$ cat src/verilog/ilk_mgmt_pkg.sv
//####################
// Interlaken management package
// widths, lane count, register map, status bit positions
// and the two views of the management word address
//####################
package ilk_mgmt_pkg;

   //####################
   // bus and lane sizes
   //####################
   localparam int LANE_COUNT  = 4;
   localparam int LANE_SEL_W  = $clog2(LANE_COUNT) + 1;  // spare bit reaches unused lanes
   localparam int MGMT_ADDR_W = 8;
   localparam int MGMT_DATA_W = 32;
   localparam int LANE_STAT_W = 6;   // rx status bits per lane
   localparam int SYNC_DEPTH  = 2;   // flops per synchronizer

   // lane status word, bit positions of the six rx flags
   localparam int ST_ALIGN_VAL      = 24;
   localparam int ST_FRAME_LOCK     = 25;
   localparam int ST_FRAMING_ERR    = 26;
   localparam int ST_CRC32_ERR      = 27;
   localparam int ST_SCRAM_MISMATCH = 28;
   localparam int ST_MISSING_SYNC   = 29;

   //####################
   // PMA space (address bit 7 low)
   //####################
   localparam logic [MGMT_ADDR_W-2:0] PMA_LOCK_STATUS = 7'd0;
   localparam logic [MGMT_ADDR_W-2:0] PMA_RESET_CTRL  = 7'd1;
   localparam logic [MGMT_ADDR_W-2:0] PMA_LOOPBACK    = 7'd2;

   // lock status word layout
   localparam int LOCK_PLL_BIT  = 0;
   localparam int LOCK_DATA_LSB = 4;   // rx locked-to-data, one bit per lane
   localparam int LOCK_REF_LSB  = 8;   // rx locked-to-ref, one bit per lane

   // reset control word
   localparam int RST_TX_BIT = 0;
   localparam int RST_RX_BIT = 1;

   //####################
   // PCS space (address bit 7 high)
   //####################
   localparam logic [4:0] PCS_PAGE        = 5'b00000;
   localparam logic [1:0] PCS_LANE_SEL    = 2'd0;
   localparam logic [1:0] PCS_LANE_STATUS = 2'd1;

   // one address word, decoded as a flat PMA index or as PCS page/register
   typedef union packed {
      struct packed {
         logic                   pcs_space;
         logic [MGMT_ADDR_W-2:0] csr_index;
      } pma;
      struct packed {
         logic       pcs_space;
         logic [4:0] page;
         logic [1:0] lane_reg;
      } pcs;
   } mgmt_addr_t;

endpackage
$ cat src/verilog/ilk_mgmt_top.sv
//####################
// Interlaken PHY management top
// status synchronizers, PCS lane registers, PMA registers
// and the read path on one management bus
//####################
`timescale 1ns/1ns

module ilk_mgmt_top
   import ilk_mgmt_pkg::*;
(
   input  logic                                   mgmt_clk,
   input  logic                                   rst_n,
   input  logic                                   mgmt_write,
   input  logic                                   mgmt_read,
   input  mgmt_addr_t                             mgmt_address,
   input  logic [MGMT_DATA_W-1:0]                 mgmt_writedata,
   output logic [MGMT_DATA_W-1:0]                 mgmt_readdata,
   output logic                                   mgmt_waitrequest,
   input  logic                                   pll_locked,
   input  logic [LANE_COUNT-1:0]                  rx_lockedtodata,
   input  logic [LANE_COUNT-1:0]                  rx_lockedtoref,
   input  logic [LANE_COUNT-1:0][LANE_STAT_W-1:0] rx_lane_status,
   output logic                                   tx_reset_req,
   output logic                                   rx_reset_req,
   output logic [LANE_COUNT-1:0]                  serial_loopback
);

   logic                                   pll_locked_sync;
   logic [LANE_COUNT-1:0]                  rx_lockedtodata_sync;
   logic [LANE_COUNT-1:0]                  rx_lockedtoref_sync;
   logic [LANE_COUNT-1:0][LANE_STAT_W-1:0] rx_lane_status_sync;
   logic [MGMT_DATA_W-1:0]                 pma_readdata;
   logic [MGMT_DATA_W-1:0]                 pcs_readdata;

   ilk_status_sync u_sync (
      .mgmt_clk             (mgmt_clk),
      .rst_n                (rst_n),
      .pll_locked           (pll_locked),
      .rx_lockedtodata      (rx_lockedtodata),
      .rx_lockedtoref       (rx_lockedtoref),
      .rx_lane_status       (rx_lane_status),
      .pll_locked_sync      (pll_locked_sync),
      .rx_lockedtodata_sync (rx_lockedtodata_sync),
      .rx_lockedtoref_sync  (rx_lockedtoref_sync),
      .rx_lane_status_sync  (rx_lane_status_sync)
   );

   ilk_lane_csr u_lane_csr (
      .mgmt_clk            (mgmt_clk),
      .rst_n               (rst_n),
      .mgmt_write          (mgmt_write),
      .mgmt_address        (mgmt_address),
      .mgmt_writedata      (mgmt_writedata),
      .rx_lane_status_sync (rx_lane_status_sync),
      .pcs_readdata        (pcs_readdata)
   );

   ilk_phy_csr u_phy_csr (
      .mgmt_clk             (mgmt_clk),
      .rst_n                (rst_n),
      .mgmt_write           (mgmt_write),
      .mgmt_address         (mgmt_address),
      .mgmt_writedata       (mgmt_writedata),
      .pll_locked_sync      (pll_locked_sync),
      .rx_lockedtodata_sync (rx_lockedtodata_sync),
      .rx_lockedtoref_sync  (rx_lockedtoref_sync),
      .pma_readdata         (pma_readdata),
      .tx_reset_req         (tx_reset_req),
      .rx_reset_req         (rx_reset_req),
      .serial_loopback      (serial_loopback)
   );

   ilk_mgmt_readout u_readout (
      .mgmt_clk         (mgmt_clk),
      .rst_n            (rst_n),
      .mgmt_read        (mgmt_read),
      .mgmt_address     (mgmt_address),
      .pma_readdata     (pma_readdata),
      .pcs_readdata     (pcs_readdata),
      .mgmt_readdata    (mgmt_readdata),
      .mgmt_waitrequest (mgmt_waitrequest)
   );

endmodule

$ cat src/verilog/ilk_mgmt_readout.sv
//####################
// Management read path
// PMA/PCS data select, read data register and
// one cycle of waitrequest per read
//####################
`timescale 1ns/1ns

module ilk_mgmt_readout
   import ilk_mgmt_pkg::*;
(
   input  logic                   mgmt_clk,
   input  logic                   rst_n,
   input  logic                   mgmt_read,
   input  mgmt_addr_t             mgmt_address,
   input  logic [MGMT_DATA_W-1:0] pma_readdata,
   input  logic [MGMT_DATA_W-1:0] pcs_readdata,
   output logic [MGMT_DATA_W-1:0] mgmt_readdata,
   output logic                   mgmt_waitrequest
);

   logic                   read_phase;   // high in the second cycle of a read
   logic [MGMT_DATA_W-1:0] sel_data;

   assign sel_data = mgmt_address.pma.pcs_space ? pcs_readdata : pma_readdata;

   // first cycle of a read stalls while the data is captured
   assign mgmt_waitrequest = mgmt_read && !read_phase;

   always_ff @(posedge mgmt_clk) begin
      if (!rst_n) read_phase <= 1'b0;
      else        read_phase <= mgmt_waitrequest;
   end

   always_ff @(posedge mgmt_clk) begin
      if (!rst_n)                mgmt_readdata <= '0;
      else if (mgmt_waitrequest) mgmt_readdata <= sel_data;
   end

   // captured data belongs to the address still on the bus
   a_read_held: assert property (@(posedge mgmt_clk) disable iff (!rst_n)
      mgmt_waitrequest |=> mgmt_read && $stable(mgmt_address));

   // host holds the read, so the stall lasts exactly one cycle
   a_wait_one_cycle: assert property (@(posedge mgmt_clk) disable iff (!rst_n)
      mgmt_waitrequest |=> !mgmt_waitrequest);

endmodule

$ cat src/verilog/ilk_phy_csr.sv
//####################
// PMA control/status registers
// lock status readback, digital reset requests and
// per-lane serial loopback enables
//####################
`timescale 1ns/1ns

module ilk_phy_csr
   import ilk_mgmt_pkg::*;
(
   input  logic                   mgmt_clk,
   input  logic                   rst_n,
   input  logic                   mgmt_write,
   input  mgmt_addr_t             mgmt_address,
   input  logic [MGMT_DATA_W-1:0] mgmt_writedata,
   input  logic                   pll_locked_sync,
   input  logic [LANE_COUNT-1:0]  rx_lockedtodata_sync,
   input  logic [LANE_COUNT-1:0]  rx_lockedtoref_sync,
   output logic [MGMT_DATA_W-1:0] pma_readdata,
   output logic                   tx_reset_req,
   output logic                   rx_reset_req,
   output logic [LANE_COUNT-1:0]  serial_loopback
);

   logic                   pma_hit;
   logic [MGMT_DATA_W-1:0] lock_word;
   logic [MGMT_DATA_W-1:0] rst_word;
   logic [MGMT_DATA_W-1:0] loop_word;

   assign pma_hit = !mgmt_address.pma.pcs_space;

   //####################
   // control registers
   //####################
   always_ff @(posedge mgmt_clk) begin
      if (!rst_n) begin
         tx_reset_req    <= 1'b0;
         rx_reset_req    <= 1'b0;
         serial_loopback <= '0;
      end else if (mgmt_write && pma_hit) begin
         case (mgmt_address.pma.csr_index)
            PMA_RESET_CTRL: begin
               tx_reset_req <= mgmt_writedata[RST_TX_BIT];
               rx_reset_req <= mgmt_writedata[RST_RX_BIT];
            end
            PMA_LOOPBACK: serial_loopback <= mgmt_writedata[LANE_COUNT-1:0];
            default: ;   // lock status is read only, rest unmapped
         endcase
      end
   end

   //####################
   // read words
   //####################
   always_comb begin
      lock_word                                       = '0;
      lock_word[LOCK_PLL_BIT]                         = pll_locked_sync;
      lock_word[LOCK_DATA_LSB +: LANE_COUNT]          = rx_lockedtodata_sync;
      lock_word[LOCK_REF_LSB +: LANE_COUNT]           = rx_lockedtoref_sync;
   end

   always_comb begin
      rst_word             = '0;
      rst_word[RST_TX_BIT] = tx_reset_req;
      rst_word[RST_RX_BIT] = rx_reset_req;
   end

   assign loop_word = {{(MGMT_DATA_W-LANE_COUNT){1'b0}}, serial_loopback};

   always_comb begin
      pma_readdata = '0;
      if (pma_hit) begin
         case (mgmt_address.pma.csr_index)
            PMA_LOCK_STATUS: pma_readdata = lock_word;
            PMA_RESET_CTRL:  pma_readdata = rst_word;
            PMA_LOOPBACK:    pma_readdata = loop_word;
            default:         pma_readdata = '0;
         endcase
      end
   end

   // PCS traffic must leave the PMA controls alone
   a_pcs_write_no_effect: assert property (@(posedge mgmt_clk) disable iff (!rst_n)
      (mgmt_write && mgmt_address.pma.pcs_space)
      |=> $stable({tx_reset_req, rx_reset_req, serial_loopback}));

endmodule

$ cat src/verilog/ilk_lane_csr.sv
//####################
// PCS lane registers
// indirect lane select, one-hot lane enables and the
// status word of the selected lane
//####################
`timescale 1ns/1ns

module ilk_lane_csr
   import ilk_mgmt_pkg::*;
(
   input  logic                                   mgmt_clk,
   input  logic                                   rst_n,
   input  logic                                   mgmt_write,
   input  mgmt_addr_t                             mgmt_address,
   input  logic [MGMT_DATA_W-1:0]                 mgmt_writedata,
   input  logic [LANE_COUNT-1:0][LANE_STAT_W-1:0] rx_lane_status_sync,
   output logic [MGMT_DATA_W-1:0]                 pcs_readdata
);

   logic                   pcs_hit;     // PCS space, page 0
   logic                   sel_wr;
   logic [LANE_SEL_W-1:0]  lane_sel;
   logic [LANE_COUNT-1:0]  lane_en;
   logic [LANE_STAT_W-1:0] sel_stat;    // flags of the enabled lane
   logic [MGMT_DATA_W-1:0] stat_word;

   assign pcs_hit = mgmt_address.pcs.pcs_space && (mgmt_address.pcs.page == PCS_PAGE);
   assign sel_wr  = mgmt_write && pcs_hit && (mgmt_address.pcs.lane_reg == PCS_LANE_SEL);

   //####################
   // lane select
   //####################
   always_ff @(posedge mgmt_clk) begin
      if (!rst_n) begin
         lane_sel <= '0;
      end else if (sel_wr) begin
         lane_sel <= mgmt_writedata[LANE_SEL_W-1:0];
      end
   end

   // selects past the last lane match nothing
   always_comb begin
      lane_en = '0;
      for (int i = 0; i < LANE_COUNT; i++) begin
         lane_en[i] = (lane_sel == LANE_SEL_W'(i));
      end
   end

   //####################
   // status of the selected lane
   //####################
   always_comb begin
      sel_stat = '0;
      for (int i = 0; i < LANE_COUNT; i++) begin
         sel_stat |= rx_lane_status_sync[i] & {LANE_STAT_W{lane_en[i]}};
      end
   end

   always_comb begin
      stat_word                    = '0;
      stat_word[ST_ALIGN_VAL]      = sel_stat[0];
      stat_word[ST_FRAME_LOCK]     = sel_stat[1];
      stat_word[ST_FRAMING_ERR]    = sel_stat[2];
      stat_word[ST_CRC32_ERR]      = sel_stat[3];
      stat_word[ST_SCRAM_MISMATCH] = sel_stat[4];
      stat_word[ST_MISSING_SYNC]   = sel_stat[5];
   end

   always_comb begin
      pcs_readdata = '0;
      if (pcs_hit) begin
         case (mgmt_address.pcs.lane_reg)
            PCS_LANE_SEL:    pcs_readdata[LANE_SEL_W-1:0] = lane_sel;
            PCS_LANE_STATUS: pcs_readdata = stat_word;
            default:         pcs_readdata = '0;   // regs 2 and 3 unmapped
         endcase
      end
   end

   // at most one lane enabled, and exactly one for an in-range select
   a_lane_en_onehot: assert property (@(posedge mgmt_clk) disable iff (!rst_n)
      $onehot0(lane_en) && ((|lane_en) == (lane_sel < LANE_COUNT)));

endmodule

$ cat src/verilog/ilk_status_sync.sv
//####################
// Status synchronizers
// brings pll lock and per-lane rx lock/status into mgmt_clk
// through SYNC_DEPTH flops, all cleared on reset
//####################
`timescale 1ns/1ns

module ilk_status_sync
   import ilk_mgmt_pkg::*;
(
   input  logic                                   mgmt_clk,
   input  logic                                   rst_n,
   input  logic                                   pll_locked,
   input  logic [LANE_COUNT-1:0]                  rx_lockedtodata,
   input  logic [LANE_COUNT-1:0]                  rx_lockedtoref,
   input  logic [LANE_COUNT-1:0][LANE_STAT_W-1:0] rx_lane_status,
   output logic                                   pll_locked_sync,
   output logic [LANE_COUNT-1:0]                  rx_lockedtodata_sync,
   output logic [LANE_COUNT-1:0]                  rx_lockedtoref_sync,
   output logic [LANE_COUNT-1:0][LANE_STAT_W-1:0] rx_lane_status_sync
);

   logic [SYNC_DEPTH-1:0] pll_pipe;   // bit 0 is the first stage

   always_ff @(posedge mgmt_clk) begin
      if (!rst_n) pll_pipe <= '0;
      else        pll_pipe <= {pll_pipe[SYNC_DEPTH-2:0], pll_locked};
   end

   assign pll_locked_sync = pll_pipe[SYNC_DEPTH-1];

   // one chain per lane, carrying both lock bits and the status flags
   for (genvar i = 0; i < LANE_COUNT; i++) begin : g_lane
      logic [SYNC_DEPTH-1:0][LANE_STAT_W+1:0] lane_pipe;

      always_ff @(posedge mgmt_clk) begin
         if (!rst_n) begin
            lane_pipe <= '0;
         end else begin
            lane_pipe <= {lane_pipe[SYNC_DEPTH-2:0],
                          {rx_lane_status[i], rx_lockedtoref[i], rx_lockedtodata[i]}};
         end
      end

      assign {rx_lane_status_sync[i], rx_lockedtoref_sync[i], rx_lockedtodata_sync[i]} =
         lane_pipe[SYNC_DEPTH-1];
   end

endmodule

$ cat config.mk
export PLATFORM = sky130hd
export DESIGN_NAME = ilk_mgmt_top
export DESIGN_NICKNAME = d
export VERILOG_FILES = /design/src/verilog/ilk_mgmt_pkg.sv /design/src/verilog/ilk_mgmt_top.sv /design/src/verilog/ilk_mgmt_readout.sv /design/src/verilog/ilk_phy_csr.sv /design/src/verilog/ilk_lane_csr.sv /design/src/verilog/ilk_status_sync.sv
export SDC_FILE = /design/constraint.sdc
export NUM_CORES = 1
export LEC_CHECK = 0
export BUFFER_PORTS_ARGS = -buffer_cell sky130_fd_sc_hd__buf_2
export CAP_MARGIN = 15
export CORE_MARGIN = 2
export CORE_UTILIZATION = 48
export CTS_CLUSTER_DIAMETER = 60
export DETAILED_ROUTE_END_ITERATION = 10
export PLACE_DENSITY_LB_ADDON = 0.3
export REMOVE_ABC_BUFFERS = 1
export SKIP_CTS_REPAIR_TIMING = 1
export SLEW_MARGIN = 25
export SYNTH_ARGS = -nofsm -noshare
export SYNTH_HDL_FRONTEND = slang
export SYNTH_SLANG_ARGS = --single-unit
$ cat constraint.sdc
create_clock -name mgmt_clk -period 1.5 [get_ports mgmt_clk]
set_input_delay 0.075 -clock mgmt_clk [delete_from_list [all_inputs] [get_ports mgmt_clk]]
set_output_delay 0.075 -clock mgmt_clk [all_outputs]
set_load 0.005 [all_outputs]
==> impl_metrics.py, run 1 <==
metrics = {
    "run_status": {
        "status": "finished clean",
    },
    "timing": {
        "rsz0062_at_grt": "no",
        "final-max-slew-violation-count": 0,
        "min_period_ns": 1.382,
        "whs_ns": 0.005069,
        "hold_violations": 0,
        "max_freq_mhz": 723.5,
        "finClkSkew_ns": 0.006394,
        "period_share_pct": 92.14,
        "setup-tns-final_ns": 0,
        "setup_viol": 0,
    },
    "flow_run": {
        "maxCapViolCount": 0,
    },
    "cts": {
        "worstSkewPairLatency_ns": 0.34,
        "clkTransAtPathRegs_ns": 0.08,
        "clockRootBuffer": "clkbuf_8",
        "h-tree-depth": 3,
        "clk_path_buf_depth": 2,
        "cts_tree": "yes",
        "cts_made_buffers": 9,
        "clock_sinks": 94,
    },
    "global_routing": {
        "grt_max_degree": 95,
        "grt_pass1_wl_mm": 8.514,
        "grt_usage_pct": 14.96,
        "grt_pass1_vias": 1938,
        "overflow": 0,
        "antenna_found_initial": 0,
    },
    "route": {
        "drc": 0,
        "via_per_inst": 4.528,
        "dr_total_vias": 2101,
        "routed_wl_mm": 5.629,
        "drt_iter0_drc": 52,
        "final_antenna_net_count": 0,
        "routedWlPerCell_um": 12.13,
        "first_pass_iters": 4,
    },
    "placement": {
        "io_buffers": 73,
        "hpwlAfterDp_mm": 3.390,
        "gp_congestion": 0.8160,
        "dp_cells": 414,
    },
    "floorplanning": {
        "start_util_pct": 49.73,
        "num_rows": 29,
        "die_area_mm2": 0.007282,
        "ios": 116,
        "core_area_mm2": 0.006386,
        "fp.dieH_um": 85.34,
        "die_x_um": 85.34,
    },
    "cells_and_area": {
        "drive_gt1_share_pct": 25.32,
        "area_growth_pct": 28.53,
        "final_nets": 459,
        "diodes": 0,
        "multiInputGateArea_mm2": 0.001162,
        "stdcell_count": 464,
        "fillers": 526,
        "ff_latch_area_mm2": 0.001882,
    },
    "setup_path": {
        "path_cells": "buf_12, mux4_2, a22oi_1, nor2b_1",
        "critical_path_class": "reg2reg",
        "startpoint_type": "register",
        "crit_path_end": "u_readout.mgmt_readdata[26]$_SDFFE_PN0P_",
        "cp.arrival_ns": 1.62,
        "slowest_delay_ns": 0.49,
        "required_ns": 1.73,
        "critPathCaptureType": "register",
        "cp-startpoint": "u_lane_csr.lane_sel[0]$_SDFFE_PN0P_",
        "slowest_stage": "mux4_2",
        "timing.rr.end": "u_readout.mgmt_readdata[26]$_SDFFE_PN0P_",
        "cp_max_fo": 6,
        "r2r_slack_ns": 0.12,
        "reg2reg_depth": 4,
        "rr_startpoint": "u_lane_csr.lane_sel[0]$_SDFFE_PN0P_",
    },
    "power_and_ir_drop": {
        "peakVddDrop_mv": 0.8310,
        "p_per_area_mw_per_mm2": 1094,
        "power_leakage_nw": 1.783,
    },
    "synth": {
        "async_flop_share_pct": 0,
        "synth_warnings": 0,
        "yosys-top-cells-area": "dfxtp_1, and2_1, nor2b_1",
        "syn_area_per_cell_um2": 11.38,
        "yosysUniqueCellTypes": 29,
        "synth_largest_area_cell": "dfxtp_1",
        "synth_top_flop_cell": "dfxtp_1",
        "synth_area_mm2": 0.003176,
        "synth.top_cell.area_share_pct": 59.26,
        "synth_edf_count": 0,
        "synth_seq_cells": 94,
        "seq_area_frac_synth_pct": 59.26,
        "synth_cells": 279,
    },
    "hold_path": {
        "hold_start": "mgmt_writedata[2]",
        "hold_path.class": "in2reg",
    },
}
## kinds of logic after synthesis
group           count (synthesis)  share of synthesized area [%]
mux                            13                          6.462
compound gates                 27                          6.265
other cells                     1                         0.1181
simple gates                  112                          22.18
flops                          94                          59.26
buf+inv                        32                          5.713
## sequential cells by signal, indices dropped and copies added (netlist names)
signal	count
u_lane_csr.lane_sel	3
u_phy_csr.rx_reset_req	1
u_phy_csr.serial_loopback	4
u_phy_csr.tx_reset_req	1
u_readout.mgmt_readdata	18
u_readout.read_phase	1
u_sync.g_lane.lane_pipe	32
u_sync.pll_pipe	2
u_sync.rx_lane_status_sync	24
u_sync.rx_lockedtodata_sync	4
u_sync.rx_lockedtoref_sync	4
## placed cells by master (no fill, tap or decap)
master,instances
a21boi_0,1
a21boi_1,3
a21oi_1,1
a221oi_1,2
a22o_1,1
a22oi_1,14
a32oi_1,1
and2_1,68
and3_1,1
and4_1,1
and4_2,1
buf_12,2
buf_2,73
buf_4,1
bufinv_16,1
clkbuf_1,4
clkbuf_8,9
clkinvlp_4,2
conb_1,14
dfxtp_1,94
dlygate4sd3_1,34
inv_2,1
mux2i_1,7
mux4_2,6
nand2_1,4
nand2b_1,1
nand3_1,3
nand4_1,3
nand4_2,1
nor2_1,4
nor2b_1,23
nor3b_1,1
nor4_4,1
o21ai_0,3
o2bb2ai_1,1
## per-layer routing
layer  GRT usage, %  vias up  wire, µm  part of all wire (%)
met4          7.359        0        99                   1.8
met5              0        -         0                     0
met1          16.48      933      2391                    42
met3          3.794        9       311                   5.5
met2          26.63       63      2827                    50
li1               -     1096         -                     -
## how the worst min path moves through the flow
stage                                                           end  cells past startpoint
after global routing      u_phy_csr.serial_loopback[2]$_SDFFE_PN0P_                      3
after detailed placement   u_sync.g_lane[2].lane_pipe[5]$_SDFF_PN0_                      2
final                           u_lane_csr.lane_sel[2]$_SDFFE_PN0P_                      3
after CTS                  u_sync.g_lane[1].lane_pipe[0]$_SDFF_PN0_                      2
after global placement     u_sync.g_lane[2].lane_pipe[7]$_SDFF_PN0_                      2
after floorplan                     u_readout.read_phase$_SDFF_PN0_                      1
## worst max-delay path, delay by kind of cell (launching register included)
kind / cells / cell delay [ns]
DFF: 1 / 0.41
AOI/OAI and AO/OA: 1 / 0.17
and+or+nand+nor: 1 / 0.06
muxes: 1 / 0.49
buffers and inverters: 1 / 0.15
## final cells by class
| cell class | count | share of cell area (%) |
|---|---|---|
| Clock buffer | 13 | 3.403 |
| Clock inverter | 3 | 1.104 |
| Inverter | 1 | 0.09197 |
| Multi-Input combinational cell | 166 | 28.48 |
| Sequential cell | 94 | 46.11 |
| Tap cell | 77 | 2.361 |
| Timing Repair Buffer | 110 | 18.45 |
## report_power, final
part           leakage (nW)  switching [mW]  internal (mW)
logic                 0.926           0.120          0.181
registers             0.772          0.0193           2.58
clock network        0.0839           0.787          0.775
total                  1.78           0.926           3.54
## stage by stage
step / utilization (%) / cell area [µm²] / setup WS [ns] / total power, mW
3_3_place_gp: 55.68 / 3556 / 0.1251 / 2.885
6_report: 63.91 / 4081 / 0.1178 / 4.463
3_5_place_dp: 55.68 / 3556 / 0.06863 / 2.893
4_1_cts: 58.56 / 3740 / 0.08810 / 4.450
5_1_grt: 63.91 / 4081 / 0.01207 / 4.665
2_1_floorplan: - / 3047 / 0.1095 / 2.762
## Yosys cell counts (2+ instances only)
| cell | n |
|---|---|
| nor2b_1 | 23 |
| and4_1 | 2 |
| nand2_1 | 4 |
| nand3_1 | 3 |
| dfxtp_1 | 94 |
| nor2_1 | 4 |
| and2_1 | 68 |
| o21ai_0 | 3 |
| a22oi_1 | 14 |
| a21boi_1 | 3 |
| buf_2 | 4 |
| a221oi_1 | 2 |
| mux4_2 | 6 |
| mux2i_1 | 7 |
| nand4_1 | 3 |
| clkbuf_1 | 12 |
| buf_4 | 15 |
Power figures use the tool's default switching activity.
==> run 2, diff against run 1 <==
Clock period 1.5 ns to 1.3 ns, I/O delays scaled along.
==> impl_metrics.py, run 2 (same netlist as run 1, synthesis figures left out) <==
metrics = {
    "floorplanning": {
        "core_area_mm2": 0.006386,
        "die_x_um": 85.34,
        "fp.dieH_um": 85.34,
        "num_rows": 29,
        "ios": 116,
        "start_util_pct": 49.73,
        "die_area_mm2": 0.007282,
    },
    "timing": {
        "min_period_ns": 1.282,
        "finClkSkew_ns": 0.007262,
        "max_freq_mhz": 780.2,
        "rsz0062_at_grt": "yes",
        "setup_viol": 0,
        "period_share_pct": 98.60,
        "hold_violations": 0,
        "final-max-slew-violation-count": 0,
    },
    "run_status": {
        "status": "finished clean",
    },
    "cells_and_area": {
        "layout_common_cells": "dfxtp_1, buf_2, and2_1",
        "largest_reg_flops": 32,
        "diodes": 0,
        "area_growth_pct": 32.19,
        "final_util_pct": 65.73,
        "final_common_cell": "dfxtp_1",
        "drive_gt1_share_pct": 29.26,
        "ff_latch_area_mm2": 0.001883,
        "stdcell_count": 470,
        "fillers": 494,
        "final_nets": 465,
        "multiInputGateArea_mm2": 0.001202,
        "largest_register": "u_sync.g_lane.lane_pipe",
    },
    "route": {
        "dr_total_vias": 2150,
        "wl_met3_um": 327,
        "first_pass_iters": 4,
        "routed_wl_mm": 5.673,
        "drt-met1-wl_mm": 2.402,
        "drt_iter0_drc": 63,
        "drc": 0,
        "wl_met2_mm": 2.884,
        "routedWlPerCell_um": 12.07,
        "top_layer": "met4",
        "final_antenna_net_count": 0,
        "via_per_inst": 4.574,
    },
    "cts": {
        "clock_sinks": 94,
        "h-tree-depth": 3,
        "clkTransAtPathRegs_ns": 0.08,
        "cts_tree": "yes",
        "clockRootBuffer": "clkbuf_8",
        "cts_made_buffers": 9,
        "clk_path_buf_depth": 2,
        "worstSkewPairLatency_ns": 0.35,
    },
    "setup_path": {
        "reg2reg_depth": 4,
        "rr_startpoint": "u_lane_csr.lane_sel[0]$_SDFFE_PN0P_",
        "cp_max_fo": 6,
        "cp-startpoint": "u_lane_csr.lane_sel[0]$_SDFFE_PN0P_",
        "cp.arrival_ns": 1.53,
        "r2r_slack_ns": 0.02,
        "timing.rr.end": "u_readout.mgmt_readdata[25]$_SDFFE_PN0P_",
        "startpoint_type": "register",
        "critPathCaptureType": "register",
        "required_ns": 1.55,
        "critical_path_class": "reg2reg",
    },
    "placement": {
        "dp_cells": 418,
        "hpwlAfterDp_mm": 3.393,
        "gp_congestion": 0.8055,
        "io_buffers": 73,
    },
    "power_and_ir_drop": {
        "peakVddDrop_mv": 0.9861,
        "p_per_area_mw_per_mm2": 1267,
        "cell_internal_pwr_mw": 4.195,
        "switching_power_mw": 1.122,
        "pwr-share-comb_pct": 7.0,
        "p_seq_share_pct": 56.4,
        "switching_share_pct": 21.10,
        "pwr-share-clk_pct": 36.6,
        "power_leakage_nw": 1.843,
    },
    "global_routing": {
        "grt_pass1_wl_mm": 8.293,
        "overflow": 0,
        "grt_max_degree": 95,
        "antenna_found_initial": 0,
        "grt_pass1_vias": 1900,
        "grt_usage_pct": 14.88,
    },
    "flow_run": {
        "maxCapViolCount": 0,
    },
    "hold_path": {
        "hold_path.class": "in2reg",
        "holdPathEnd": "u_lane_csr.lane_sel[1]$_SDFFE_PN0P_",
        "hold_start": "mgmt_writedata[1]",
        "min_path_cells": 3,
    },
}
==> run 2: how the worst max path moves through the flow <==
stage | end | slack (ns) | depth (start not counted)
4_1_cts | u_readout.mgmt_readdata[25]$_SDFFE_PN0P_ | -0.08 | 4
6_report | u_readout.mgmt_readdata[25]$_SDFFE_PN0P_ | 0.02 | 4
3_3_place_gp | u_readout.mgmt_readdata[24]$_SDFFE_PN0P_ | -0.02 | 4
3_5_place_dp | u_readout.mgmt_readdata[25]$_SDFFE_PN0P_ | -0.06 | 4
2_1_floorplan | u_readout.mgmt_readdata[24]$_SDFFE_PN0P_ | -0.09 | 3
5_1_grt | u_readout.mgmt_readdata[28]$_SDFFE_PN0P_ | -0.04 | 4
==> run 2: power groups by stage <==
stage	registers, mW	logic (mW)	clock network [mW]
after floorplan	3.06	0.124	0
after global placement	3.07	0.270	0
after global routing	3.01	0.410	2.12
final	3.00	0.370	1.95
after CTS	3.00	0.276	2.00
after detailed placement	3.07	0.275	0
==> run 2: final cells by class <==
cell class | count | share of cell area [%]
Sequential cell | 94 | 44.86
Timing Repair Buffer | 116 | 19.14
Clock buffer | 11 | 3.607
Clock inverter | 5 | 1.371
Tap cell | 77 | 2.295
Multi-Input combinational cell | 166 | 28.64
Inverter | 1 | 0.08942
==> run 2: per-stage QoR <==
stage	hold WS (ns)	instance area [µm²]	power, mW	setup TNS (ns)	setup WS (ns)
after CTS	-0.1054	3795	5.281	-0.3452	-0.07544
final	0.004553	4198	5.317	0	0.01822
after floorplan	0.1867	3047	3.187	-1.116	-0.09054
after detailed placement	0.2731	3586	3.344	-0.4807	-0.06334
after global placement	0.2706	3586	3.336	-0.2218	-0.02268
after global routing	0.004077	4198	5.546	-0.1242	-0.03969
==> run 2: critical path: stages, from the launching register on <==
cell	delay, ns
dfxtp_2	0.36
buf_12	0.13
mux4_2	0.50
a22oi_2	0.13
nor2b_1	0.06
==> run 2: layer usage <==
layer / vias up / GRT usage, %
li1: 1112 / -
met1: 971 / 15.61
met2: 61 / 26.63
met3: 6 / 5.350
met4: 0 / 6.494
met5: - / 0
